### src/common/colmix_consts.svh
//--------------------
// Address map, widths and pipeline delays of the colour mixer
// Included by any file that needs them
//--------------------
`ifndef COLMIX_CONSTS_SVH
`define COLMIX_CONSTS_SVH

// Palette size in bytes, two bytes per colour
`define COLMIX_PAL_BYTES 1024
// APB address width and control register location
`define COLMIX_ADDR_W 12
`define COLMIX_CTRL_ADDR 12'h400
// Pixel enables from layer sample to colour output
`define COLMIX_BLANK_DLY 3
// Control register bits
`define COLMIX_CTRL_PRIO_BIT 0
`define COLMIX_CTRL_BANK_BIT 1

`endif
### src/common/colmix_pkg.sv
//--------------------
// Shared types for the colour mixer datapath
// Used by the RTL and the testbench through scoped names
//--------------------
`default_nettype none

package colmix_pkg;

    // Layer pixel, group in 6..4, colour in 3..0
    // Colour 0 is transparent
    typedef logic [6:0] pixel_t;

    // Bank, layer, group, colour
    typedef logic [8:0] pal_index_t;

    // Byte address into the palette RAM
    typedef logic [9:0] pal_addr_t;

    // Blue 14..10, green 9..5, red 4..0
    typedef logic [14:0] rgb_t;

    // Which palette byte the video port is reading
    typedef enum logic [1:0] {
        FETCH_IDLE,
        FETCH_LOW,
        FETCH_HIGH
    } fetch_state_t;

    typedef enum logic {
        APB_IDLE,
        APB_READ_WAIT
    } apb_state_t;

endpackage

`default_nettype wire

### src/colmix/palette_fetch.sv
//--------------------
// Reads the two palette bytes of each pixel on the video port
// Low byte first, high byte next, colour out at the next pixel enable
//--------------------
`default_nettype none

module palette_fetch (
    input  wire                         clk,
    input  wire                         rst,
    input  wire                         pxl_cen,
    input  wire colmix_pkg::pal_index_t pal_index,
    output colmix_pkg::pal_addr_t       vid_addr,
    input  wire [7:0]                   vid_rdata,
    output colmix_pkg::rgb_t            rgb_raw
);

    colmix_pkg::fetch_state_t state;
    logic                     lo_valid;
    logic                     hi_valid;
    logic [7:0]               stage_lo;
    logic [7:0]               stage_hi;

    // Even byte in FETCH_LOW, odd byte in FETCH_HIGH
    assign vid_addr = {pal_index, state == colmix_pkg::FETCH_HIGH};

    always_ff @(posedge clk) begin
        if (rst) begin
            state    <= colmix_pkg::FETCH_IDLE;
            lo_valid <= 1'b0;
            hi_valid <= 1'b0;
            rgb_raw  <= '0;
        end else begin
            // RAM data lags the address by one clock
            lo_valid <= state == colmix_pkg::FETCH_LOW;
            hi_valid <= state == colmix_pkg::FETCH_HIGH;
            case (state)
                colmix_pkg::FETCH_IDLE: begin
                    if (pxl_cen) begin
                        state <= colmix_pkg::FETCH_LOW;
                    end
                end
                colmix_pkg::FETCH_LOW: begin
                    state <= colmix_pkg::FETCH_HIGH;
                end
                colmix_pkg::FETCH_HIGH: begin
                    state <= pxl_cen ? colmix_pkg::FETCH_LOW : colmix_pkg::FETCH_IDLE;
                end
                default: begin
                    state <= colmix_pkg::FETCH_IDLE;
                end
            endcase
            // Odd byte is 0, blue, green[4:3]; even byte is green[2:0], red
            if (pxl_cen) begin
                rgb_raw <= {stage_hi[6:0], stage_lo};
            end
        end
    end

    // Staged pixel, held while the next one is fetched
    always_ff @(posedge clk) begin
        if (lo_valid) begin
            stage_lo <= vid_rdata;
        end
        if (hi_valid) begin
            stage_hi <= vid_rdata;
        end
    end

endmodule

`default_nettype wire

### config.mk
export PLATFORM = sky130hd
export DESIGN_NAME = palette_fetch
export DESIGN_NICKNAME = d
export VERILOG_FILES = /design/src/common/colmix_consts.svh /design/src/common/colmix_pkg.sv /design/src/colmix/palette_fetch.sv
export SDC_FILE = /design/constraint.sdc
export NUM_CORES = 1
export LEC_CHECK = 0
export BUFFER_PORTS_ARGS = -buffer_cell sky130_fd_sc_hd__clkbuf_2
export CAP_MARGIN = 20
export CORE_MARGIN = 2
export CORE_UTILIZATION = 50
export CTS_CLUSTER_DIAMETER = 30
export CTS_CLUSTER_SIZE = 14
export DETAILED_ROUTE_END_ITERATION = 7
export PLACE_DENSITY_LB_ADDON = 0.08
export RECOVER_POWER = 25
export SYNTH_ARGS = -nofsm -noshare
export SYNTH_HDL_FRONTEND = slang
export SYNTH_SLANG_ARGS = --single-unit
### constraint.sdc
create_clock -name clk -period 1.2 [get_ports clk]
set_input_delay 0.24 -clock clk [delete_from_list [all_inputs] [get_ports clk]]
set_output_delay 0.24 -clock clk [all_outputs]
set_load 0.02 [all_outputs]
---- Word-level counts from Yosys, hierarchy flattened ----
Cells that the tools add are included.
storage, ports and cells
  flip-flop bits (word level) ............. 34
  bits of input ports ..................... 20
  output and inout bits ................... 25
  logic and storage cells ................. 13
operators by class
  equal/unequal tests ..................... 3
  mux-type cells .......................... 3
  reduce and logical (&&, ||, !) cells .... 1
operators with widths
  operator            count
  $pmux 2 s3          1
  $eq 2x1->1 const B  1
  $eq 2x2->1 const B  1
  $logic_not 2->1     1
  $mux 2              1
  $ne 2x2->1 const B  1
  $mux 1              1

---- Longest topological paths before layout ----
  word-level depth ........................ 2
  depth in mapped cells ................... 4
  gate-level depth less buffers ........... 2

---- Worst setup path before layout ----
No wires, ideal clock.
  path type ............................... flip-flop to output port
  from .................................... register state[1]
  to ...................................... output vid_addr[0]
  data arrival time ....................... 673 ps
  required time ........................... 960 ps
  setup slack ............................. 287 ps
  cell stages (with the launch flop) ...... 2
  cells stage by stage .................... dfxtp_1 > nor2b_1
on the way
  cells in the longest elaborated chain, start to end .. 1
RTL lines
  what                    RTL line             RTL
  start, declared         palette_fetch.sv:17  colmix_pkg::fetch_state_t state;
  start signal, assigned  palette_fetch.sv:28  state <= colmix_pkg::FETCH_IDLE;
  start signal, assigned  palette_fetch.sv:39  state <= colmix_pkg::FETCH_LOW;
  start signal, assigned  palette_fetch.sv:43  state <= colmix_pkg::FETCH_HIGH;
  $eq 2x2->1              palette_fetch.sv:24  assign vid_addr = {pal_index, state == colmix_pkg::FETCH_HIGH};
  end, declared           palette_fetch.sv:12  output colmix_pkg::pal_addr_t vid_addr,
No other way between the ends.

---- Worst setup path after layout ----
  from .................................... register state[0]
  to ...................................... output vid_addr[0]
The elaborated chain is that of the path after synthesis.

==> metrics <==
Final setup viols 0; IO buf count 26; H-tree depth 2; Final ANT Viol Nets 0; slack of the critical path 0.0389 ns; PD cells 1490 nW/um^2; worst-path maximum fanout 5; CP bufs+invs 1; most frequent cells in the layout clkbuf_2 (21), dfxtp_1 (17), mux2i_1 (15), nor2_1 (15), edfxtp_1 (15); final core utilization 0.589; worst setup path class reg -> out; Distinct cells, synth 11; vias post-DR 651; DRC 0; Layout fillers 217; Slew Limit Headroom 0.731; All-Layer GR Usage 0.149; Hold Path Class in -> reg; min cycle time layout 1.16 ns; largest net degree at the start of global routing 20; Syn Area/Cell 14.5 um^2; total die area 2780 um^2; Max stage delay on crit path 0.35 ns; CTS root buf clkbuf_4; Skew-Pair Late Insertion Delay 0.32 ns; slowest CP cell dfxtp_2; sequential fraction of the synthesis area 0.700; Clock Tree Buf Depth 2; CP top delay family flip-flops; total grt overflow 0; CP startpoint kind flop; Initial Utilization 0.532; Layout Skew 0.00514 ns; commonest non-fill, non-tap cell in the layout clkbuf_2; per-cell routed wire length 13.5 um; antenna violations before repair 0; fin crit share 0.968; Horiz. Die Dim 52.7 um; status completed; maxcap violations 0; clock sink total 34; unrepaired setup endpoints after global routing true; Syn Nets 102; CP Data Required Time 0.96 ns; Ys Warns 0; Placer Congestion 0.652; Num CTS Buffers 5; worst-margin pin slew 0.404 ns; fraction of layout cells with a size suffix above 1 0.308; vias in the first global route 616; Core ar. 2230 um^2; register area 833 um^2; Pins Over Slew Limit 0; final hold vios 0; CTS tree built; WHS 0.0988 ns; Seq cells post-synth 34; Rows 17; initial DRC count 9; fmax 861 MHz; Post-layout nets 124; IO Count 45; first drt pass iteration count 3; multi-input gate area in the final layout 248 um^2; cell chain of the critical path nor2b_1 -> buf_4; Syn Inst Count 82; hold_buf cts 0; critical path arrival 0.92 ns; Worst VDD drop 1030 uV; post-DR vias/cell 4.93; CP endpoint kind primary output; post-synthesis cell area 1190 um^2; LEAKAGE 0.563 nW; first-pass GRT wire length 2740 um; n_diodes 0; clock-pin transition on the worst setup and hold timing paths 0.08 ns; dpl ws 0.285 ns; Routed WL 1780 um; area grow syn2layout 10.9%; Die Y 52.7 um
-- cells in the mapped netlist --
cell	n	area (um^2)
nor2_1	15	56.3
buf_6	1	11.3
nor2b_1	1	6.26
mux2i_1	15	150
dfxtp_1	19	380
nor3b_1	3	22.5
buf_4	9	67.6
edfxtp_1	15	450
buf_2	2	10.0
nor3b_2	1	12.5
buf_12	1	20.0
-- sequential cells by signal, summed over array words and instances, names as in the netlist --
name / count
stage_lo: 8
rgb_raw: 15
hi_valid: 1
stage_hi: 7
lo_valid: 1
state: 2
-- area by class of cell --
| cell class | count | share of cell area |
|---|---|---|
| multi-input cells | 35 | 0.188 |
| flip-flops and latches | 34 | 0.633 |
| well taps | 28 | 0.0266 |
| repair buffers | 28 | 0.118 |
| clock buffers | 7 | 0.0342 |
-- through the flow --
step           std cells  power [mW]  setup TNS (ns)  area, um^2
2_1_floorplan         82        1.44               0        1190
3_3_place_gp         124        1.44               0        1260
3_5_place_dp         124        1.45               0        1260
4_1_cts              132        1.99               0        1320
5_1_grt              132        2.04         -0.0264        1320
6_report             132        1.97               0        1320
-- path summary, 6_finish.rpt --
check / startpoint / endpoint / slack [ns] / cells past startpoint
max: state[0]$_SDFFE_PP0P_ / vid_addr[0] / 0.04 / 2
max reg2reg: lo_valid$_SDFF_PP0_ / stage_lo[2]$_DFFE_PP_ / 0.31 / 0
min reg2reg: state[0]$_SDFFE_PP0P_ / state[0]$_SDFFE_PP0P_ / 0.46 / 1
min: vid_rdata[7] / stage_lo[7]$_DFFE_PP_ / 0.1 / 1
-- cell families (layout without fill, tap and decap cells) --
kind of cell,Yosys count,after routing,share of synthesized area
DFF,34,34,0.700
buffers and inverters,13,35,0.0917
muxes,15,15,0.126
and+or+nand+nor,20,20,0.0822
-- metal layers --
layer | GRT usage | part of all wire | wire [um] | vias up
li1 | - | - | - | 320
met1 | 0.158 | 0.42 | 748 | 298
met2 | 0.235 | 0.48 | 863 | 21
met3 | 0.0514 | 0.064 | 114 | 12
met4 | 0.124 | 0.031 | 55 | 0
met5 | 0 | 0 | 0 | -
-- power by group --
group / internal, mW / switching (mW)
Sequential: 1.25 / 0.0235
Combinational: 0.0629 / 0.0837
Clock: 0.221 / 0.326
Total: 1.53 / 0.433
-- what timing repair did --
item,CTS,global route
gates resized for setup,3,1
pin swaps,0,0
cloned,0,0
setup endpoints to repair,1,1
buffers inserted,1,0
Power figures use the tool's default switching activity.
