**src/common/colmix_consts.svh**
```systemverilog
//--------------------
// Address map, widths and pipeline delays of the colour mixer
// Included by any file that needs them
//--------------------
`ifndef COLMIX_CONSTS_SVH
`define COLMIX_CONSTS_SVH

// Palette size in bytes, two bytes per colour
`define COLMIX_PAL_BYTES 1024
// APB address width and control register location
`define COLMIX_ADDR_W 12
`define COLMIX_CTRL_ADDR 12'h400
// Pixel enables from layer sample to colour output
`define COLMIX_BLANK_DLY 3
// Control register bits
`define COLMIX_CTRL_PRIO_BIT 0
`define COLMIX_CTRL_BANK_BIT 1

`endif
```
**src/common/colmix_pkg.sv**
```systemverilog
//--------------------
// Shared types for the colour mixer datapath
// Used by the RTL and the testbench through scoped names
//--------------------
`default_nettype none

package colmix_pkg;

    // Layer pixel, group in 6..4, colour in 3..0
    // Colour 0 is transparent
    typedef logic [6:0] pixel_t;

    // Bank, layer, group, colour
    typedef logic [8:0] pal_index_t;

    // Byte address into the palette RAM
    typedef logic [9:0] pal_addr_t;

    // Blue 14..10, green 9..5, red 4..0
    typedef logic [14:0] rgb_t;

    // Which palette byte the video port is reading
    typedef enum logic [1:0] {
        FETCH_IDLE,
        FETCH_LOW,
        FETCH_HIGH
    } fetch_state_t;

    typedef enum logic {
        APB_IDLE,
        APB_READ_WAIT
    } apb_state_t;

endpackage

`default_nettype wire

```
**src/colmix/colmix_regs.sv**
```systemverilog
//--------------------
// APB slave for palette bytes and the control register
// Palette reads take one wait state, all else completes at once
// Unmapped addresses answer with pslverr
//--------------------
`default_nettype none
`include "colmix_consts.svh"

module colmix_regs (
    input  wire                       clk,
    input  wire                       rst,
    input  wire                       psel,
    input  wire                       penable,
    input  wire                       pwrite,
    input  wire [`COLMIX_ADDR_W-1:0]  paddr,
    input  wire [7:0]                 pwdata,
    output logic [7:0]                prdata,
    output logic                      pready,
    output logic                      pslverr,
    output logic                      host_we,
    output colmix_pkg::pal_addr_t     host_addr,
    output logic [7:0]                host_wdata,
    input  wire [7:0]                 host_rdata,
    output logic                      prio_mode,
    output logic                      pal_bank
);

    colmix_pkg::apb_state_t state;
    logic                   pal_sel;
    logic                   ctrl_sel;
    logic                   setup;
    logic                   access;
    logic                   pal_read;
    logic [7:0]             ctrl_rd;

    // Address decode
    assign pal_sel  = paddr < `COLMIX_PAL_BYTES;
    assign ctrl_sel = paddr == `COLMIX_CTRL_ADDR;

    assign setup    = psel && !penable;
    assign access   = psel && penable;
    assign pal_read = access && pal_sel && !pwrite;

    // Palette read stalls one cycle for RAM data
    assign pready  = access && !(pal_read && state == colmix_pkg::APB_IDLE);
    assign pslverr = access && !pal_sel && !ctrl_sel;

    // RAM address follows paddr, so data is ready in the first access cycle
    assign host_we    = access && pwrite && pal_sel;
    assign host_addr  = paddr[9:0];
    assign host_wdata = pwdata;

    // Control readback byte
    always_comb begin
        ctrl_rd = 8'h00;
        ctrl_rd[`COLMIX_CTRL_PRIO_BIT] = prio_mode;
        ctrl_rd[`COLMIX_CTRL_BANK_BIT] = pal_bank;
    end

    always_ff @(posedge clk) begin
        if (rst) begin
            state     <= colmix_pkg::APB_IDLE;
            prdata    <= 8'h00;
            prio_mode <= 1'b0;
            pal_bank  <= 1'b0;
        end else begin
            case (state)
                colmix_pkg::APB_IDLE: begin
                    if (pal_read) begin
                        state  <= colmix_pkg::APB_READ_WAIT;
                        prdata <= host_rdata;
                    end
                end
                colmix_pkg::APB_READ_WAIT: begin
                    state <= colmix_pkg::APB_IDLE;
                end
                default: begin
                    state <= colmix_pkg::APB_IDLE;
                end
            endcase
            // Control and unmapped reads settle during setup
            if (setup) begin
                prdata <= (ctrl_sel && !pwrite) ? ctrl_rd : 8'h00;
            end
            if (access && pwrite && ctrl_sel) begin
                prio_mode <= pwdata[`COLMIX_CTRL_PRIO_BIT];
                pal_bank  <= pwdata[`COLMIX_CTRL_BANK_BIT];
            end
        end
    end

endmodule

`default_nettype wire

```
**config.mk**
```make
export PLATFORM = sky130hd
export DESIGN_NAME = colmix_regs
export DESIGN_NICKNAME = d
export VERILOG_FILES = /design/src/common/colmix_pkg.sv /design/src/colmix/colmix_regs.sv
export VERILOG_INCLUDE_DIRS = /design/src /design/src/common
export SDC_FILE = /design/constraint.sdc
export NUM_CORES = 1
export LEC_CHECK = 0
export ABC_AREA = 0
export BUFFER_PORTS_ARGS = -buffer_cell sky130_fd_sc_hd__buf_2
export CORE_MARGIN = 2
export CORE_UTILIZATION = 35
export DETAILED_ROUTE_END_ITERATION = 12
export GPL_ROUTABILITY_DRIVEN = 0
export MAX_ROUTING_LAYER = met4
export PLACE_DENSITY = 0.78
export SETUP_SLACK_MARGIN = 0.2
export SLEW_MARGIN = 20
export SYNTH_ARGS = -nofsm -noshare
export SYNTH_HDL_FRONTEND = slang
export SYNTH_SLANG_ARGS = --single-unit
```
**constraint.sdc**
```tcl
create_clock -name clk -period 1.6 [get_ports clk]
set_input_delay 0.48 -clock clk [delete_from_list [all_inputs] [get_ports clk]]
set_output_delay 0.48 -clock clk [all_outputs]
set_load 0.01 [all_outputs]
```
## After elaboration in Yosys (flattened, before gate mapping)

Cells that the tools add are included.

- $lt $le $gt $ge: 1
- Equality and inequality tests: 2
- Multiplexer cells: 6
- Bitwise gates (word level): 1
- Reduce and logical (&&, ||, !) cells: 19

Operators by type and width:

| kind | count |
|---|---|
| $mux 8 | 3 |
| $eq 12x11->1 const B | 1 |
| $logic_and 1x1->1 | 12 |
| $lt 12x11->1 const B | 1 |
| $logic_not 1->1 | 5 |
| $mux 2 | 1 |
| $ne 2x1->1 const B | 1 |
| $pmux 1 s2 | 1 |
| $reduce_and 2->1 | 1 |
| $reduce_bool 2->1 | 1 |
| $mux 1 | 1 |
| $not 1->1 | 1 |

- Register bits: 11
- Input port bits: 33
- Output and inout bits: 31
- Word-level logic and storage cells: 33

## Depth between registers and ports, before layout

Gate-level depths: netlist (run 1).

- Depth in word-level cells: 6
- Mapped depth: 5
- Gate-level depth less buffers: 4

## Worst setup path after synthesis (run 1)

OpenSTA, ideal clock, no wires.

- Kind: input-to-output
- Start: in paddr[0]
- End: out pslverr
- Data arrival time: 1,042 ps
- Setup slack: 78 ps
- Stages on the path: 2
- Path buffers: 0
- Path through: nor4_1 -> a311oi_1

- Word-level cells in the longest chain between the ends: 4
- Elaborated cells on any way between the ends: 6
- Those cells by class: 1 x order compare; 1 x eq/ne; 4 x reduce/logical

Ends and longest elaborated chain:

| item | line | RTL |
|---|---|---|
| start, declared | colmix_regs.sv:15 | `` input wire [`COLMIX_ADDR_W-1:0] paddr, `` |
| $lt 12x11->1 (no line) | -- |  |
| $logic_not 1->1 | colmix_regs.sv:46 | `assign pslverr = access && !pal_sel && !ctrl_sel;` |
| $logic_and 1x1->1 | colmix_regs.sv:46 |  |
| $logic_and 1x1->1 * | colmix_regs.sv:46 |  |
| end, declared | colmix_regs.sv:19 | `output logic pslverr,` |

Mark *: on every way between the ends. The rest lies on a longest branch, timed or not.

## Worst setup path in the final report (run 1)

- Start: in paddr[8]
- End: out pslverr

The elaborated chain is that of the path after synthesis.

==> results_dict.tcl, run 1 <==
set metrics [dict create \
    final.setup_skew_ns 0.00233 \
    clk_pin_slew_worst_paths_ns 0.07 \
    grt_pass1_wl_mm 2.45 \
    fmax_mhz 596 \
    timing.final.crit_share 1.05 \
    worst_pin_slew_ns 0.325 \
    ir_drop_uv 411 \
    hold_viol_final 0 \
    via_count 655 \
    syn_nets 108 \
    p_sw_uw 166 \
    maxCapViolations 0 \
    ys.flop_type "dfxtp_1" \
    first_global_vias 594 \
    seqPwrFrac 0.450 \
    grt_use_total 0.165 \
    multiInputGateArea_sq_um 359 \
    async_reset_ff_frac 0 \
    clockPowerShare 0.305 \
    viasPerCell 4.68 \
    grt_max_degree 12 \
    cts_buffers 3 \
    cts.sinks 11 \
    tritoncts "yes" \
    internal-power_uw 458 \
    period_minus_slack_ns 1.68 \
    hp-class "input port to register" \
    port_buffers 51 \
    worstSkewPairLatency_ns 0.27 \
    hp-start "host_rdata[7]" \
    power_density_nw_per_um2 616 \
    slew_headroom 0.783 \
    h-tree-depth 1 \
    rsz0062_at_grt "yes" \
    synth.most_common_cell "buf_4" \
    power_leakage_uw 0.000479 \
    grt-ovfl-total 0 \
    nNetsFinal 149 \
    critPathLaunch "paddr[8]" \
    slew_viol_final 0 \
    worst_hold_slack_ns 0.440 \
    start_kind "input port" \
    drt_pass1_iterations 3 \
    cp_data_required_time_ns 1.12 \
    die-area_sq_um 2220 \
    critPathArrivalTime_ns 1.20 \
    critPathTopFamily "simple AND/OR/NAND/NOR gates" \
    synth.top_cell.area_share 0.338 \
    critPathMaxStageDelay_ns 0.32 \
    num-fill-cells 151 \
    comb_power_share 0.245 \
    worst_slack_ns -0.0791 \
    dp_hpwl_mm 1.31 \
    yosysUniqueCellTypes 20 \
    rrSetupSlack_ns 0.31 \
    worst-path-stages 4 \
    synth.area.top_cells "dfxtp_1, buf_4, mux2i_1" \
    r2r_cells 5 \
    path_buf_inv 2 \
    diodes 0 \
    ys_top_cells_by_count "buf_4, dfxtp_1, nor2_1" \
    syn_avg_cell_area_sq_um 8.67 \
    num_rows 15 \
    crit_chain "buf_6, nor4_4, a311oi_2, buf_2" \
    swShare 0.266 \
    worst-path-max-fanout 3 \
    syn-instance-count 75 \
    drt_drc_violations_left 0 \
    yosys_warnings 0 \
    post-place-ws_ns -0.105 \
    critPathKind "input port to output port" \
    r2r-end "prdata[6]" \
    syn-cell-area_sq_um 651 \
    antenna_found_initial 0 \
    yosysSeqAreaShare 0.338 \
    synth_edf_count 0 \
    status "finished with violations" \
    routedWlPerCell_um 12.1 \
    start_util 0.373 \
    endpoint "pslverr" \
    die_x_um 47.1 \
    clock-root-buffer "clkbuf_4" \
    ant_nets 0 \
    ys_ff_latch 11 \
    core-area_sq_um 1750 \
    end_kind "output port" \
    regArea_sq_um 221 \
    syn_to_final_growth_pct 55.8 \
    setup_viol 1 \
    reg2reg_from "state" \
    pin_count 64 \
    synth_largest_area_cell "dfxtp_1" \
    clockBufferDepth 2 \
    totalWireLength_mm 1.70 \
    violations "setup timing" \
    drt_iter0_drc 7 \
    die_y_um 47.1 \
    drive_above_1_share 0.626 \
    cp_slowest_cell "nor4_4" \
]
flip-flops by register name, indices dropped and copies added, names as in the netlist:
signal	cells
prdata	8
pal_bank	1
prio_mode	1
state	1
how the worst min path moves through the flow:
| stage | to | cells after the start | slack [ns] |
|---|---|---|---|
| finish | prdata[7] | 3 | 0.44 |
| global route | prdata[3] | 3 | 0.44 |
| floorplan | prdata[3] | 2 | 0.49 |
| detailed placement | prdata[7] | 2 | 0.47 |
| global placement | prdata[4] | 2 | 0.45 |
| CTS | prdata[4] | 3 | 0.44 |
cells in the final DEF, fill, tap and decap left out:
cell type	netlist	routed
a21oi_2	0	1
buf_6	0	8
and3_4	0	1
nand2b_1	1	1
buf_4	19	6
nor4_2	3	2
buf_8	0	3
nand3_1	4	4
buf_2	0	39
nor4_4	0	3
mux2i_1	5	5
nor2_4	0	1
a21oi_1	5	4
and4b_1	1	1
nor2_1	7	6
nor4b_4	0	1
nand4_1	1	1
nor3_1	5	5
nor2b_1	1	1
clkbuf_4	0	3
dfxtp_2	0	1
and2_4	0	1
nand2_1	4	4
dfxtp_1	11	10
clkbuf_1	1	1
a311oi_2	0	1
and2b_4	0	1
per-layer routing:
metal,up-vias,track usage,part of all wire
met5,-,-,0
met4,0,0.0667,0.011
met3,3,0.0615,0.062
met2,22,0.296,0.56
met1,301,0.157,0.37
li1,329,-,-
tightest hold or removal path: stages:
cell     delay (ns)
buf_2          0.09
nand2_1        0.05
a21oi_1        0.05
timing repair:
action | 4_1_cts | 5_1_grt
setup endpoints to repair | 3 | 12
hold buffers | 0 | 0
resized for setup | 17 | 15
setup buffers | 3 | 1
pin swaps | 9 | 9
power by group through the flow:
stage / Clock (uW) / Sequential [uW] / Combinational [uW]
after floorplan: 0 / 289 / 82.3
after global placement: 0 / 287 / 120
after detailed placement: 0 / 287 / 122
after CTS: 194 / 281 / 140
after global routing: 211 / 281 / 163
final: 190 / 281 / 153
final cells by class:
cell class | instances | share of cell area
clock buffers | 4 | 0.0259
well taps | 25 | 0.0309
multi-input cells | 44 | 0.354
flip-flops and latches | 11 | 0.219
repair buffers | 56 | 0.370
per-stage QoR:
step	power, uW	TNS, ns	cells	instance area [sq um]	utilization
6_report	624	-0.0791	140	1010	0.581
5_1_grt	655	-0.118	140	1010	0.581
4_1_cts	615	-0.0782	139	958	0.549
3_5_place_dp	409	-0.558	132	852	0.488
3_3_place_gp	406	-0.264	132	852	0.488
2_1_floorplan	372	0	75	704	-
cells by family (layout without fill, tap and decap cells):
group | Yosys count | after routing | synth area share
AO/OA/AOI/OAI | 6 | 6 | 0.0519
buffers and inverters | 20 | 60 | 0.225
flip-flops | 11 | 11 | 0.338
multiplexers | 5 | 5 | 0.0769
AND/OR/NAND/NOR | 33 | 33 | 0.308
(Power assumes the default switching activity.)
==> inputs of run 2 (changes only) <==
--- a/config.mk
+++ b/config.mk
@@ -10,10 +10,12 @@
 export BUFFER_PORTS_ARGS = -buffer_cell sky130_fd_sc_hd__buf_2
 export CORE_MARGIN = 2
 export CORE_UTILIZATION = 35
+export CTS_CLUSTER_DIAMETER = 200
 export DETAILED_ROUTE_END_ITERATION = 12
 export GPL_ROUTABILITY_DRIVEN = 0
 export MAX_ROUTING_LAYER = met4
 export PLACE_DENSITY = 0.78
+export RECOVER_POWER = 100
 export SETUP_SLACK_MARGIN = 0.2
 export SLEW_MARGIN = 20
 export SYNTH_ARGS = -nofsm -noshare
==> run 2 against run 1 <==
The flow still finishes with violations (setup timing). Fmax is essentially flat. Die area unchanged. Clock power about the same. Register-to-register slack worse by 0.18 ns. Sequential cell count stayed put. Worst hold slack is essentially flat. Clock-buffer cell count unchanged. Critical path depth unchanged. Highest routed layer unchanged.
==> results_dict.tcl, run 2 (synthesized netlist as in run 1, its figures left out) <==
set metrics [dict create \
    h-tree-depth 1 \
    setup_viol 2 \
    power_leakage_uw 0.000403 \
    routedWlPerCell_um 12.2 \
    ir_drop_uv 407 \
    worstSkewPairLatency_ns 0.27 \
    power_density_nw_per_um2 639 \
    via_count 651 \
    critPathMaxStageDelay_ns 0.32 \
    drt_drc_violations_left 0 \
    rsz0062_at_grt "yes" \
    swShare 0.268 \
    slew_headroom 0.783 \
    critPathTopFamily "simple AND/OR/NAND/NOR gates" \
    drive_above_1_share 0.426 \
    slew_viol_final 0 \
    clock-root-buffer "clkbuf_4" \
    pin_count 64 \
    tritoncts "yes" \
    core-area_sq_um 1750 \
    cp_data_required_time_ns 1.12 \
    critPathArrivalTime_ns 1.20 \
    p_sw_uw 164 \
    hold_buffers 0 \
    fin_util 0.549 \
    cts_buffers 3 \
    syn_to_final_growth_pct 47.3 \
    mostFrequentLayoutCell "clkbuf_1" \
    place_inst 132 \
    dp_hpwl_mm 1.31 \
    worst-path-max-fanout 3 \
    grt-ovfl-total 0 \
    viasPerCell 4.65 \
    grt_max_degree 12 \
    num-fill-cells 168 \
    cp_slowest_cell "nor4_4" \
    worst_pin_slew_ns 0.325 \
    diodes 0 \
    largest_register_ffs 8 \
    drt_iter0_drc 11 \
    path_buf_inv 2 \
    drt_pass1_iterations 4 \
    end_kind "output port" \
    clk_pin_slew_worst_paths_ns 0.07 \
    violations "setup timing" \
    ant_nets 0 \
    post-place-ws_ns -0.105 \
    hp-class "input port to register" \
    regMostFlops "prdata" \
    fmax_mhz 595 \
    die-area_sq_um 2220 \
    grt_pass1_wl_mm 2.45 \
    timing.final.crit_share 1.05 \
    internal-power_uw 448 \
    seqPwrFrac 0.459 \
    num_rows 15 \
    layoutNonFillerInstCount 140 \
    die_x_um 47.1 \
    antenna_found_initial 0 \
    status "finished with violations" \
    rrSetupSlack_ns 0.13 \
    nNetsFinal 149 \
    comb_power_share 0.231 \
    cts.sinks 11 \
    final.setup_skew_ns 0.00267 \
    layout_common_cells "clkbuf_1, buf_2, dfxtp_1, buf_6, nor2_1" \
    period_minus_slack_ns 1.68 \
    die_y_um 47.1 \
    totalWireLength_mm 1.71 \
    worst_slack_ns -0.0803 \
    clockPowerShare 0.310 \
    maxCapViolations 0 \
    crit_chain "buf_6, nor4_4, a311oi_2, buf_2" \
    start_kind "input port" \
    critPathKind "input port to output port" \
    grt_use_total 0.165 \
    first_global_vias 594 \
    clockBufferDepth 2 \
    port_buffers 51 \
    start_util 0.373 \
    hold_viol_final 0 \
]
-- run 2: cell count changes in the layout (fill, tap and decap cells not counted), sizes merged --
cell / change
buf: -24
clkbuf: +24
-- run 2: metrics by stage --
stage	area [sq um]	setup TNS, ns	total power, uW	hold WS [ns]
6_report	958	-0.0836	612	0.440
5_1_grt	958	-0.198	644	0.444
4_1_cts	958	-0.0782	615	0.443
3_5_place_dp	852	-0.558	409	0.467
3_3_place_gp	852	-0.264	406	0.453
2_1_floorplan	704	0	372	0.492
-- run 2: layout make-up --
type / instances / area [sq um] / share of cell area
multi-input cells: 44 / 343 / 0.358
flip-flops and latches: 11 / 221 / 0.231
clock buffers: 4 / 26.3 / 0.0274
repair buffers: 56 / 337 / 0.351
well taps: 25 / 31.3 / 0.0326
-- run 2: what timing repair did --
| action | CTS | global route |
|---|---|---|
| pin swaps | 9 | 9 |
| resized for setup | 17 | 15 |
| setup buffers | 3 | 1 |
| endpoints found under the setup margin | 3 | 12 |
-- run 2: final timing paths --
path	from	to	depth (start not counted)
setup reg to reg	state	prdata[3]	6
setup / recovery	paddr[8]	pslverr	4
hold / removal	host_rdata[7]	prdata[7]	3
hold reg to reg	prdata[7]	prdata[7]	2
-- run 2: power groups by stage --
stage	Clock, uW	Sequential, uW	Combinational, uW
floorplan	0	289	82.3
global placement	0	287	120
detailed placement	0	287	122
CTS	194	281	140
global route	211	281	151
finish	190	281	142
-- run 2: metal layers --
layer  global-route usage  up-vias  wire length (um)
li1                     -      327                 -
met1                0.157      295               631
met5                    -        -                 0
met2                0.296       26               948
met3               0.0615        3               114
met4               0.0667        0                19
-- run 2: worst reg2reg max path: stages, from the launching register on --
cell      delay [ns]
dfxtp_2         0.31
nor4_2          0.25
clkbuf_4        0.19
and2b_1         0.29
clkbuf_2        0.19
nand2_1         0.06
a21oi_1         0.12
