<file path="src/common/colmix_consts.svh">
//--------------------
// Address map, widths and pipeline delays of the colour mixer
// Included by any file that needs them
//--------------------
`ifndef COLMIX_CONSTS_SVH
`define COLMIX_CONSTS_SVH

// Palette size in bytes, two bytes per colour
`define COLMIX_PAL_BYTES 1024
// APB address width and control register location
`define COLMIX_ADDR_W 12
`define COLMIX_CTRL_ADDR 12'h400
// Pixel enables from layer sample to colour output
`define COLMIX_BLANK_DLY 3
// Control register bits
`define COLMIX_CTRL_PRIO_BIT 0
`define COLMIX_CTRL_BANK_BIT 1

`endif
</file>
<file path="src/common/colmix_pkg.sv">
//--------------------
// Shared types for the colour mixer datapath
// Used by the RTL and the testbench through scoped names
//--------------------
`default_nettype none

package colmix_pkg;

    // Layer pixel, group in 6..4, colour in 3..0
    // Colour 0 is transparent
    typedef logic [6:0] pixel_t;

    // Bank, layer, group, colour
    typedef logic [8:0] pal_index_t;

    // Byte address into the palette RAM
    typedef logic [9:0] pal_addr_t;

    // Blue 14..10, green 9..5, red 4..0
    typedef logic [14:0] rgb_t;

    // Which palette byte the video port is reading
    typedef enum logic [1:0] {
        FETCH_IDLE,
        FETCH_LOW,
        FETCH_HIGH
    } fetch_state_t;

    typedef enum logic {
        APB_IDLE,
        APB_READ_WAIT
    } apb_state_t;

endpackage

`default_nettype wire

</file>
<file path="src/logic/blank_delay.sv">
//--------------------
// Delays the blanking flags to line up with the fetched colour
// Output stage forces black while either flag is low
//--------------------
`default_nettype none
`include "colmix_consts.svh"

module blank_delay (
    input  wire                   clk,
    input  wire                   rst,
    input  wire                   pxl_cen,
    input  wire                   hblank_n,
    input  wire                   vblank_n,
    input  wire colmix_pkg::rgb_t rgb_raw,
    output logic                  hblank_dly_n,
    output logic                  vblank_dly_n,
    output logic [4:0]            red,
    output logic [4:0]            green,
    output logic [4:0]            blue
);

    localparam int DLY = `COLMIX_BLANK_DLY;

    logic [DLY-1:0]   hb_line;
    logic [DLY-1:0]   vb_line;
    colmix_pkg::rgb_t rgb_out;

    // Flags sampled with the layer pixels
    // Colour reaches rgb_raw two enables later through the fetch path
    always_ff @(posedge clk) begin
        if (rst) begin
            hb_line      <= '0;
            vb_line      <= '0;
            hblank_dly_n <= 1'b0;
            vblank_dly_n <= 1'b0;
            rgb_out      <= '0;
        end else if (pxl_cen) begin
            hb_line      <= {hb_line[DLY-2:0], hblank_n};
            vb_line      <= {vb_line[DLY-2:0], vblank_n};
            hblank_dly_n <= hb_line[DLY-1];
            vblank_dly_n <= vb_line[DLY-1];
            // Black while blanked
            rgb_out      <= (hb_line[DLY-1] && vb_line[DLY-1]) ? rgb_raw : '0;
        end
    end

    assign {blue, green, red} = rgb_out;

endmodule

`default_nettype wire

</file>
<file path="config.mk">
export PLATFORM = sky130hd
export DESIGN_NAME = blank_delay
export DESIGN_NICKNAME = d
export VERILOG_FILES = /design/src/common/colmix_pkg.sv /design/src/logic/blank_delay.sv
export VERILOG_INCLUDE_DIRS = /design/src /design/src/common
export SDC_FILE = /design/constraint.sdc
export NUM_CORES = 1
export LEC_CHECK = 0
export BUFFER_PORTS_ARGS = -buffer_cell sky130_fd_sc_hd__buf_4
export CORE_UTILIZATION = 49
export DETAILED_ROUTE_END_ITERATION = 10
export GPL_ROUTABILITY_DRIVEN = 1
export HOLD_SLACK_MARGIN = 0.12
export PLACE_DENSITY = 0.81
export SLEW_MARGIN = 10
export SYNTH_ARGS = -nofsm -noshare
export SYNTH_HDL_FRONTEND = slang
export SYNTH_SLANG_ARGS = --single-unit
</file>
<file path="constraint.sdc">
create_clock -name clk -period 2.3 [get_ports clk]
set_clock_uncertainty 0.15 [all_clocks]
set_input_delay 0.46 -clock clk [delete_from_list [all_inputs] [get_ports clk]]
set_output_delay 0.46 -clock clk [all_outputs]
set_load 0.02 [all_outputs]
</file>
# Word level (Yosys, flattened, before mapping)
# Cells that the tools add are included.
word_totals:
  rom_bits: 0
  in_bits: 20
  register_bits: 23
  word_cells: 7
  memories: 0
  out_inout_bits: 17
  mem_bits_rw: 0
  latchBits: 0
op_classes:
  n_addsub: 0
  n_eq_ne: 0
  mux: 1
  div_mod_pow: 0
  n_lt_le_gt_ge: 0
  shifts: 0
  reduce_logical: 1
  multipliers: 0
  bitwise_logic: 0
ops:
  columns: ["cell", "count"]
  rows:
  - ["15-bit two-way mux", 1]
  - ["1-bit logical AND", 1]

# Longest topological paths before layout
# Gate-level depths: netlist (run 1).
depth:
  word_depth: 2
  mapped_depth: 4

# Worst setup path after synthesis (run 1)
# Ideal clock, no wire load.
synth_path:
  path_kind: "input to register"
  startpoint: "input port pxl_cen"
  endpoint: "register hb_line[0]"
  arrival_ns: 0.886
  required_ns: 2.022
  setup_slack_ns: 1.136
  path_stages: 4
  setup_ns: 0.128
  cell_sequence: "buf_6 buf_12 mux2i_1 nor2_1"
synth_rtl:
  columns: ["item", "line", "text"]
  rows:
  - ["start, declared", "blank_delay.sv:11", "input wire pxl_cen,"]
  - ["end signal, assigned", "blank_delay.sv:38", "hb_line <= {hb_line[DLY-2:0], hblank_n};"]
  - ["end, declared", "blank_delay.sv:24", "logic [DLY-1:0] hb_line;"]

# Worst setup path in the final report (run 1)
layout_path:
  startpoint: "register rgb_out[7]"
  endpoint: "output port green[2]"
layout_rtl:
  columns: ["item", "line", "text"]
  rows:
  - ["start, declared", "blank_delay.sv:26", "colmix_pkg::rgb_t rgb_out;"]
  - ["start signal, assigned", "blank_delay.sv:43", "rgb_out <= (hb_line[DLY-1] && vb_line[DLY-1]) ? rgb_raw : '0;"]
  - ["end, declared", "blank_delay.sv:18", "output logic [4:0] green,"]
# No word-level cell between the ends.

==> results of run 1 <==
-- worst max path at each step --
stage	to	slack, ps	cells past startpoint
after CTS	red[1]	870	1
after global placement	vblank_dly_n	990	3
after global routing	red[2]	830	1
after floorplan	hb_line[0]	1140	4
after detailed placement	hblank_dly_n	960	3
final	green[2]	890	1
-- tightest hold or removal path, delay by kind of cell --
family / cells / cell delay (ps)
muxes: 1 / 50
buffers and inverters: 1 / 80
and+or+nand+nor: 1 / 70
-- per-layer routing --
layer,wire length (µm),share of wire (%),vias to the layer above
li1,-,-,390
met4,18,1.1,0
met5,0,0,-
met3,72,4.3,2
met1,800,47,351
met2,794,47,18
-- cells in the mapped netlist --
cell | number | area, µm²
a21oi_1 | 15 | 75.07
buf_2 | 2 | 10.01
buf_12 | 1 | 20.02
buf_4 | 2 | 15.01
dfxtp_1 | 23 | 460.4
buf_6 | 4 | 45.04
clkbuf_1 | 1 | 3.750
nand2b_1 | 15 | 93.84
nor2_1 | 8 | 30.03
nand4_1 | 15 | 93.84
mux2i_1 | 8 | 80.08
-- metrics by stage --
| stage | instance area [µm²] | power [mW] | hold WS (ps) | worst slack [ps] |
|---|---|---|---|---|
| 2_1_floorplan | 927.1 | 0.4477 | 310.1 | 1136 |
| 3_3_place_gp | 1135 | 0.4667 | 308.6 | 993.2 |
| 3_5_place_dp | 1135 | 0.4673 | 311.4 | 964.0 |
| 4_1_cts | 1161 | 0.6500 | 223.4 | 869.4 |
| 5_1_grt | 1161 | 0.6693 | 256.3 | 834.0 |
| 6_report | 1161 | 0.6408 | 237.6 | 887.0 |
-- state kept, by name (all words and copies together) (netlist names) --
register and count:
hb_line 3, vblank_dly_n 1, hblank_dly_n 1, rgb_out 15
vb_line 3
-- layout make-up --
type | count | area [µm²]
clock buffer | 4 | 26.28
fill | 160 | 584.3
multi-input combinational | 61 | 372.9
sequential | 23 | 460.4
tap | 25 | 31.28
timing repair buffer | 36 | 270.3
-- power by group through the flow --
stage	Clock, mW	Sequential (mW)	Combinational, mW
6_report	0.183	0.407	0.0514
4_1_cts	0.192	0.407	0.0515
5_1_grt	0.205	0.408	0.0561
2_1_floorplan	0	0.413	0.0347
3_3_place_gp	0	0.416	0.0510
3_5_place_dp	0	0.416	0.0515
-- cells by family after synthesis --
| logic type | after synthesis |
|---|---|
| buffers and inverters | 10 |
| muxes | 8 |
| AOI/OAI and AO/OA | 15 |
| DFF | 23 |
| and+or+nand+nor | 38 |
==> metrics, run 1 <==
Layout area overhead=25.24%; PortBufs=36; fmax=707.7 MHz; Synth Instances=94; cell chain of the critical path=buf_4; R2R cell count=2; Gate power share=8.0%; Final Critical Period=1413 ps; worst path bufs/invs=1; post-synthesis net count=114; DP HPWL=1088 µm; clock-pin slew on the worst setup and hold paths=120 ps; post-synthesis xor/xnor area fraction=0%; Final #Nets=145; syn_area_per_cell=9.863 µm²; Max IR drop VDD=364.7 µV; crit end category=output port; relative slew slack=61.35%; worst hold stages=3; Ys Warns=0; gr ovfl total=0; Post-Syn Area=927.1 µm²; share of layout cells above drive strength 1=31.45%; status=complete, no violations; most frequent cells in the layout=buf_4, dfxtp_1, nand4_1, nand2b_1, a21oi_1; clock latency on the worst-skew pair=300 ps; router iterations before antenna repair=4; met1 usage=23.38%; largest net degree at the start of global routing=39; gr busiest metal=met2; Seq/Total Area, Yosys=49.66%; fin crit share=61.44%; Root Buffer=clkbuf_4; setup bufs post-CTS=0; crit-path max FO=2; Total GRT Usage=18.44%; switching power share of the total=21.95%; placement row count=15; CP Launch Point=rgb_out[7]; Hold Path Origin=vblank_n; met3 Track Usage GR=2.381%; pwr dens=551.8 mW/mm²; adder-cell share of the synthesized area=0%; CORE AREA=0.001745 mm²; Internal=0.5001 mW; TNS Setup=0 ps; post-CTS resize count=0; Hold WC Path Type=input pin to flip-flop; Netlist cell types=11; met2 Use GR=28.86%; initial antenna violation count=0; combinational family with the most area after synthesis=simple AND/OR/NAND/NOR gates; unrepaired setup endpoints after global routing=no; post-synthesis compound-gate area fraction=8.097%; vias per std cell=5.107; worst reg2reg setup slack=1050 ps; Finished Layout Cells=149; Routed WL=1685 µm; startpoint types=flip-flop; Critical R2R Capture=rgb_out[13]; Die W=45.50 µm; slowest library cell on the worst path=dfxtp_1; Residual DRC=0; starting density of the core=53.12%; clock tree buffer depth=2; worst reg2reg path startpoint=vb_line[2]; vias in the first global route=652; Leakage=0.4788 nW; Psw=0.1407 mW; Max Cap Viol=0; Final Setup Violations=0; Top Ports=37; TritonCTS buffer count=3; hold path endpoint=vb_line[0]; CTS Sinks=23; multiplexer area fraction after synthesis=8.637%; Routability Congestion=0.6637; first-pass GRT wire length=2718 µm; CP arrival=800 ps; max incr delay on CP=360 ps; CTS tree=built; Detailed Route Iter0 Violations=9; Final Max Slew Viols=0; hold_buf cts=0; die footprint=0.002070 mm²; via count=761; final hold vios=0; Inserted Diodes=0; Chip Height=45.50 µm; WL per Instance=11.31 µm; most common library cell in the layout ignoring fill and taps=buf_4; kind of critical path=flip-flop to output port; power share of the sequential group=63.5%; htree depth=1; DP Cell Count=145; post-route ant nets=0; post-synthesis simple-gate area fraction=23.48%; WP data required=1690 ps; CP top delay family=flip-flops; Post-Route Utilization=66.52%; clock network power share=28.5%; FF+latch count, synth=23; Least-Margin Pin Slew=578.9 ps
Note: power is estimated with default switching activity, not from simulation.
==> run 2: changes to the inputs <==
--- a/config.mk
+++ b/config.mk
@@ -7,11 +7,11 @@
 export NUM_CORES = 1
 export LEC_CHECK = 0
 export BUFFER_PORTS_ARGS = -buffer_cell sky130_fd_sc_hd__buf_4
-export CORE_UTILIZATION = 49
+export CORE_UTILIZATION = 46
 export DETAILED_ROUTE_END_ITERATION = 10
 export GPL_ROUTABILITY_DRIVEN = 1
 export HOLD_SLACK_MARGIN = 0.12
-export PLACE_DENSITY = 0.81
+export PLACE_DENSITY = 0.76
 export SLEW_MARGIN = 10
 export SYNTH_ARGS = -nofsm -noshare
 export SYNTH_HDL_FRONTEND = slang
==> constraint.sdc (replaced) <==
create_clock -name clk -period 1.4 [get_ports clk]
set_clock_uncertainty 0.15 [all_clocks]
set_input_delay 0.28 -clock clk [delete_from_list [all_inputs] [get_ports clk]]
set_output_delay 0.28 -clock clk [all_outputs]
set_load 0.02 [all_outputs]
==> run 2 against run 1 <==
Compared with the run above: count of clock-buffer cells in the layout decreased by 1; largest cell class is now non-clock buffers; utilization increased by 9.1 points; flip-flop and latch count unchanged.
==> metrics, run 2 (synthesis gave the netlist of run 1 again) <==
cell chain of the critical path=buf_4; Psw=0.2423 mW; via count=850; Routability Congestion=0.7021; vias per std cell=5.000; Final Critical Period=1247 ps; fin area=0.001363 mm²; Routed WL=1995 µm; clock latency on the worst-skew pair=300 ps; clock tree buffer depth=2; placement row count=15; share of layout cells above drive strength 1=30.34%; TNS Setup=0 ps; crit end category=output port; unrepaired setup endpoints after global routing=no; first-pass GRT wire length=3125 µm; clock network power share=27.2%; status=complete, no violations; startpoint types=flip-flop; Internal=0.8503 mW; final hold vios=0; CTS tree=built; hold_ws=150.5 ps; CP arrival=820 ps; Leakage=0.5743 nW; WP data required=970 ps; PortBufs=36; placed instance area=0.001165 mm²; setup bufs post-CTS=0; fin crit share=89.08%; initial antenna violation count=0; Least-Margin Pin Slew=352.3 ps; vias in the first global route=744; Post-Route Utilization=75.63%; relative slew slack=76.51%; most frequent cells in the layout=buf_4, dfxtp_1, dlygate4sd3_1; Chip Height=46.90 µm; DP Cell Count=149; worst path bufs/invs=1; Die W=46.90 µm; post-route ant nets=0; Final Max Slew Viols=0; Top Ports=37; Residual DRC=0; met2 Use GR=35.28%; gr busiest metal=met2; met3 Track Usage GR=2.308%; fmax=801.8 MHz; Finished Layout Cells=170; WL per Instance=11.74 µm; Gate power share=11.9%; DP HPWL=1291 µm; largest register by flop count=rgb_out; max reg flops=15; most common library cell in the layout ignoring fill and taps=buf_4; Inserted Diodes=0; Root Buffer=clkbuf_4; largest net degree at the start of global routing=39; met1 usage=24.47%; router iterations before antenna repair=2; Detailed Route Iter0 Violations=9; CTS Sinks=23; gr ovfl total=0; Total GRT Usage=19.75%; Hold WC Path Type=input pin to flip-flop; hold_buf cts=17; Final Setup Violations=0; slowest library cell on the worst path=dfxtp_1; starting density of the core=51.46%; filler cell count=140; biggest regs=rgb_out (15), hb_line (3), vb_line (3); TritonCTS buffer count=3; clock-pin slew on the worst setup and hold paths=120 ps; area of the multi-input gates=372.9 µm²; post-CTS resize count=0; CORE AREA=0.001802 mm²; Max Cap Viol=0; switching power share of the total=22.18%; Max IR drop VDD=766.7 µV; power share of the sequential group=60.9%; Final #Nets=166; max incr delay on CP=370 ps; CP top delay family=flip-flops; die footprint=0.002199 mm²; kind of critical path=flip-flop to output port; register area=460.4 µm²; crit-path max FO=2; pwr dens=801.9 mW/mm²; Layout area overhead=46.96%; htree depth=1
==> run 2: cell types whose count changed in the layout (fill, tap and decap cells not counted) <==
cell	delta
buf_4	+4
clkinv_2	+1
dlygate4sd3_1	+17
clkbuf_1	-1
==> run 2: layout make-up <==
| cell class | count | area share (%) |
|---|---|---|
| repair buffers | 57 | 34.53 |
| multi-input cells | 61 | 27.36 |
| clock buffers | 3 | 1.653 |
| flip-flops and latches | 23 | 33.79 |
| clock inverters | 1 | 0.3673 |
| well taps | 25 | 2.296 |
==> run 2: worst paths after layout <==
| check | from | end | slack [ps] | depth (start not counted) |
|---|---|---|---|---|
| min | rst | rgb_out[3] | 150 | 2 |
| max reg2reg | hb_line[2] | rgb_out[13] | 310 | 3 |
| max | rgb_out[6] | green[1] | 150 | 1 |
| min reg2reg | rgb_out[7] | rgb_out[7] | 330 | 2 |
==> run 2: metrics by stage <==
stage | worst slack, ps | total power [mW]
after floorplan | 416.2 | 0.7356
after global placement | 266.5 | 0.7693
after detailed placement | 238.5 | 0.7709
after CTS | 149.7 | 1.102
after global routing | 100.4 | 1.143
final | 152.9 | 1.093
==> run 2: power by group through the flow <==
stage	Clock [mW]	Sequential, mW	Combinational, mW
after floorplan	0	0.679	0.0569
after global placement	0	0.679	0.0898
after detailed placement	0	0.680	0.0911
after CTS	0.308	0.665	0.129
after global routing	0.336	0.666	0.141
final	0.297	0.665	0.130
==> run 2: routing by layer <==
metal  wire length (µm)  vias to the layer above  share of wire (%)
met4                 13                        0               0.65
met5                  0                        -                  0
met3                 44                        2                2.2
li1                   -                      428                  -
met1                878                      404                 44
met2               1059                       16                 53
==> run 3: changes to the inputs <==
--- a/config.mk
+++ b/config.mk
@@ -7,11 +7,11 @@
 export NUM_CORES = 1
 export LEC_CHECK = 0
 export BUFFER_PORTS_ARGS = -buffer_cell sky130_fd_sc_hd__buf_4
-export CORE_UTILIZATION = 46
+export CORE_UTILIZATION = 49
 export DETAILED_ROUTE_END_ITERATION = 10
-export GPL_ROUTABILITY_DRIVEN = 1
+export GPL_ROUTABILITY_DRIVEN = 0
 export HOLD_SLACK_MARGIN = 0.12
-export PLACE_DENSITY = 0.76
+export PLACE_DENSITY = 0.81
 export SLEW_MARGIN = 10
 export SYNTH_ARGS = -nofsm -noshare
 export SYNTH_HDL_FRONTEND = slang
==> constraint.sdc (replaced) <==
create_clock -name clk -period 1.5 [get_ports clk]
set_clock_uncertainty 0.15 [all_clocks]
set_input_delay 0.3 -clock clk [delete_from_list [all_inputs] [get_ports clk]]
set_output_delay 0.3 -clock clk [all_outputs]
set_load 0.02 [all_outputs]
==> run 3 against run 2 <==
Compared with the run above: sequential power is 6.3% lower; first-iteration DRC count is 11% higher; non-clock buffer count is 7 lower; flip-flop and latch count stayed put; utilization is 1.2 points lower; die area is 5.9% lower; critical path type unchanged; critical endpoint is now blue[1]; largest cell class is now flip-flops and latches.
==> metrics, run 3 (synthesis gave the netlist of run 1 again) <==
Layout area overhead=40.08%; post-route ant nets=0; R2R cell count=2; router iterations before antenna repair=4; vias per std cell=5.061; Least-Margin Pin Slew=584.9 ps; WL per Instance=12.21 µm; Detailed Route Iter0 Violations=10; Max Cap Viol=0; max reg flops=15; clock latency on the worst-skew pair=300 ps; Power Total=1.015 mW; TritonCTS buffer count=3; cell chain of the critical path=buf_4; worst reg2reg setup slack=230 ps; worst path bufs/invs=1; CORE AREA=0.001745 mm²; Final #Nets=159; met3 WL post-DR=60 µm; fmax=784.3 MHz; Hold Path Origin=rgb_raw[9]; TNS Setup=0 ps; Critical R2R Capture=rgb_out[13]; Top Ports=37; gr ovfl total=0; CP top delay family=flip-flops; clock tree buffer depth=2; first-pass GRT wire length=3125 µm; relative slew slack=60.95%; hold_buf cts=13; most frequent cells in the layout=buf_4, dfxtp_1, nand4_1, nand2b_1, a21oi_1; die footprint=0.002070 mm²; worst reg2reg path startpoint=vb_line[2]; unrepaired setup endpoints after global routing=no; Inserted Diodes=0; status=complete, no violations; crit end category=output port; worst hold stages=3; WP data required=1050 ps; fin crit share=85.01%; startpoint types=flip-flop; share of layout cells above drive strength 1=28.99%; Final Setup Violations=0; Final Max Slew Viols=0; filler cell count=147; placed instance area=0.001142 mm²; kind of critical path=flip-flop to output port; final hold vios=0; clock-pin slew on the worst setup and hold paths=120 ps; vias in the first global route=756; fin area=0.001299 mm²; initial antenna violation count=0; via count=825; pwr dens=781.2 mW/mm²; Final Critical Period=1275 ps; Leakage=0.5385 nW; hold path endpoint=rgb_out[9]; setup bufs post-CTS=0; crit-path max FO=2; biggest regs=rgb_out (15), hb_line (3), vb_line (3); post-CTS resize count=0; CP arrival=830 ps; PortBufs=36; largest net degree at the start of global routing=39; slowest library cell on the worst path=dfxtp_1; starting density of the core=53.12%; DR WL met2=1049 µm; Hold WC Path Type=input pin to flip-flop; Residual DRC=0; max incr delay on CP=370 ps; Max IR drop VDD=640.0 µV; htree depth=1; largest register by flop count=rgb_out; placement row count=15; M1 wire length=849 µm; CTS Sinks=23; CTS tree=built; Chip Height=45.50 µm; max layer used=met4; Total GRT Usage=21.03%; Root Buffer=clkbuf_4; most common library cell in the layout ignoring fill and taps=buf_4; Die W=45.50 µm; Routed WL=1991 µm; DP HPWL=1226 µm
==> run 3: metal layers <==
layer / track usage (%) / up-vias
li1: - / 419
met2: 38.86 / 20
met3: 3.968 / 4
met4: 12.12 / 0
met1: 21.67 / 382
met5: 0 / -
==> run 3: area by class of cell <==
cell class / count / area [µm²] / area share [%]
flip-flops and latches: 23 / 460.4 / 35.45
repair buffers: 50 / 407.9 / 31.41
multi-input cells: 61 / 372.9 / 28.71
well taps: 25 / 31.28 / 2.408
clock buffers: 4 / 26.28 / 2.023
==> run 3: metrics by stage <==
| step | setup slack [ps] | hold WS, ps | util [%] | std cells |
|---|---|---|---|---|
| finish | 224.9 | 129.7 | 74.41 | 163 |
| CTS | 220.9 | 121.8 | 74.41 | 163 |
| floorplan | 496.4 | 219.1 | - | 94 |
| global route | 142.7 | 125.0 | 74.41 | 163 |
| global placement | 339.0 | 309.4 | 65.45 | 146 |
| detailed placement | 308.2 | 311.5 | 65.45 | 146 |
==> run 3: how the worst max path moves through the flow <==
stage,startpoint,endpoint,slack [ps],depth (start not counted)
6_report,rgb_out[11],blue[1],220,1
4_1_cts,rgb_out[7],green[2],220,1
5_1_grt,vb_line[2],rgb_out[5],140,2
3_3_place_gp,pxl_cen,vblank_dly_n,340,3
2_1_floorplan,pxl_cen,hb_line[0],500,4
3_5_place_dp,vb_line[2],rgb_out[13],310,2
==> run 3: power breakdown <==
group / total, mW / switching, mW / internal [mW]
Combinational: 0.109 / 0.0398 / 0.0688
Clock: 0.283 / 0.179 / 0.104
Sequential: 0.623 / 0.00607 / 0.617
Total: 1.01 / 0.225 / 0.789
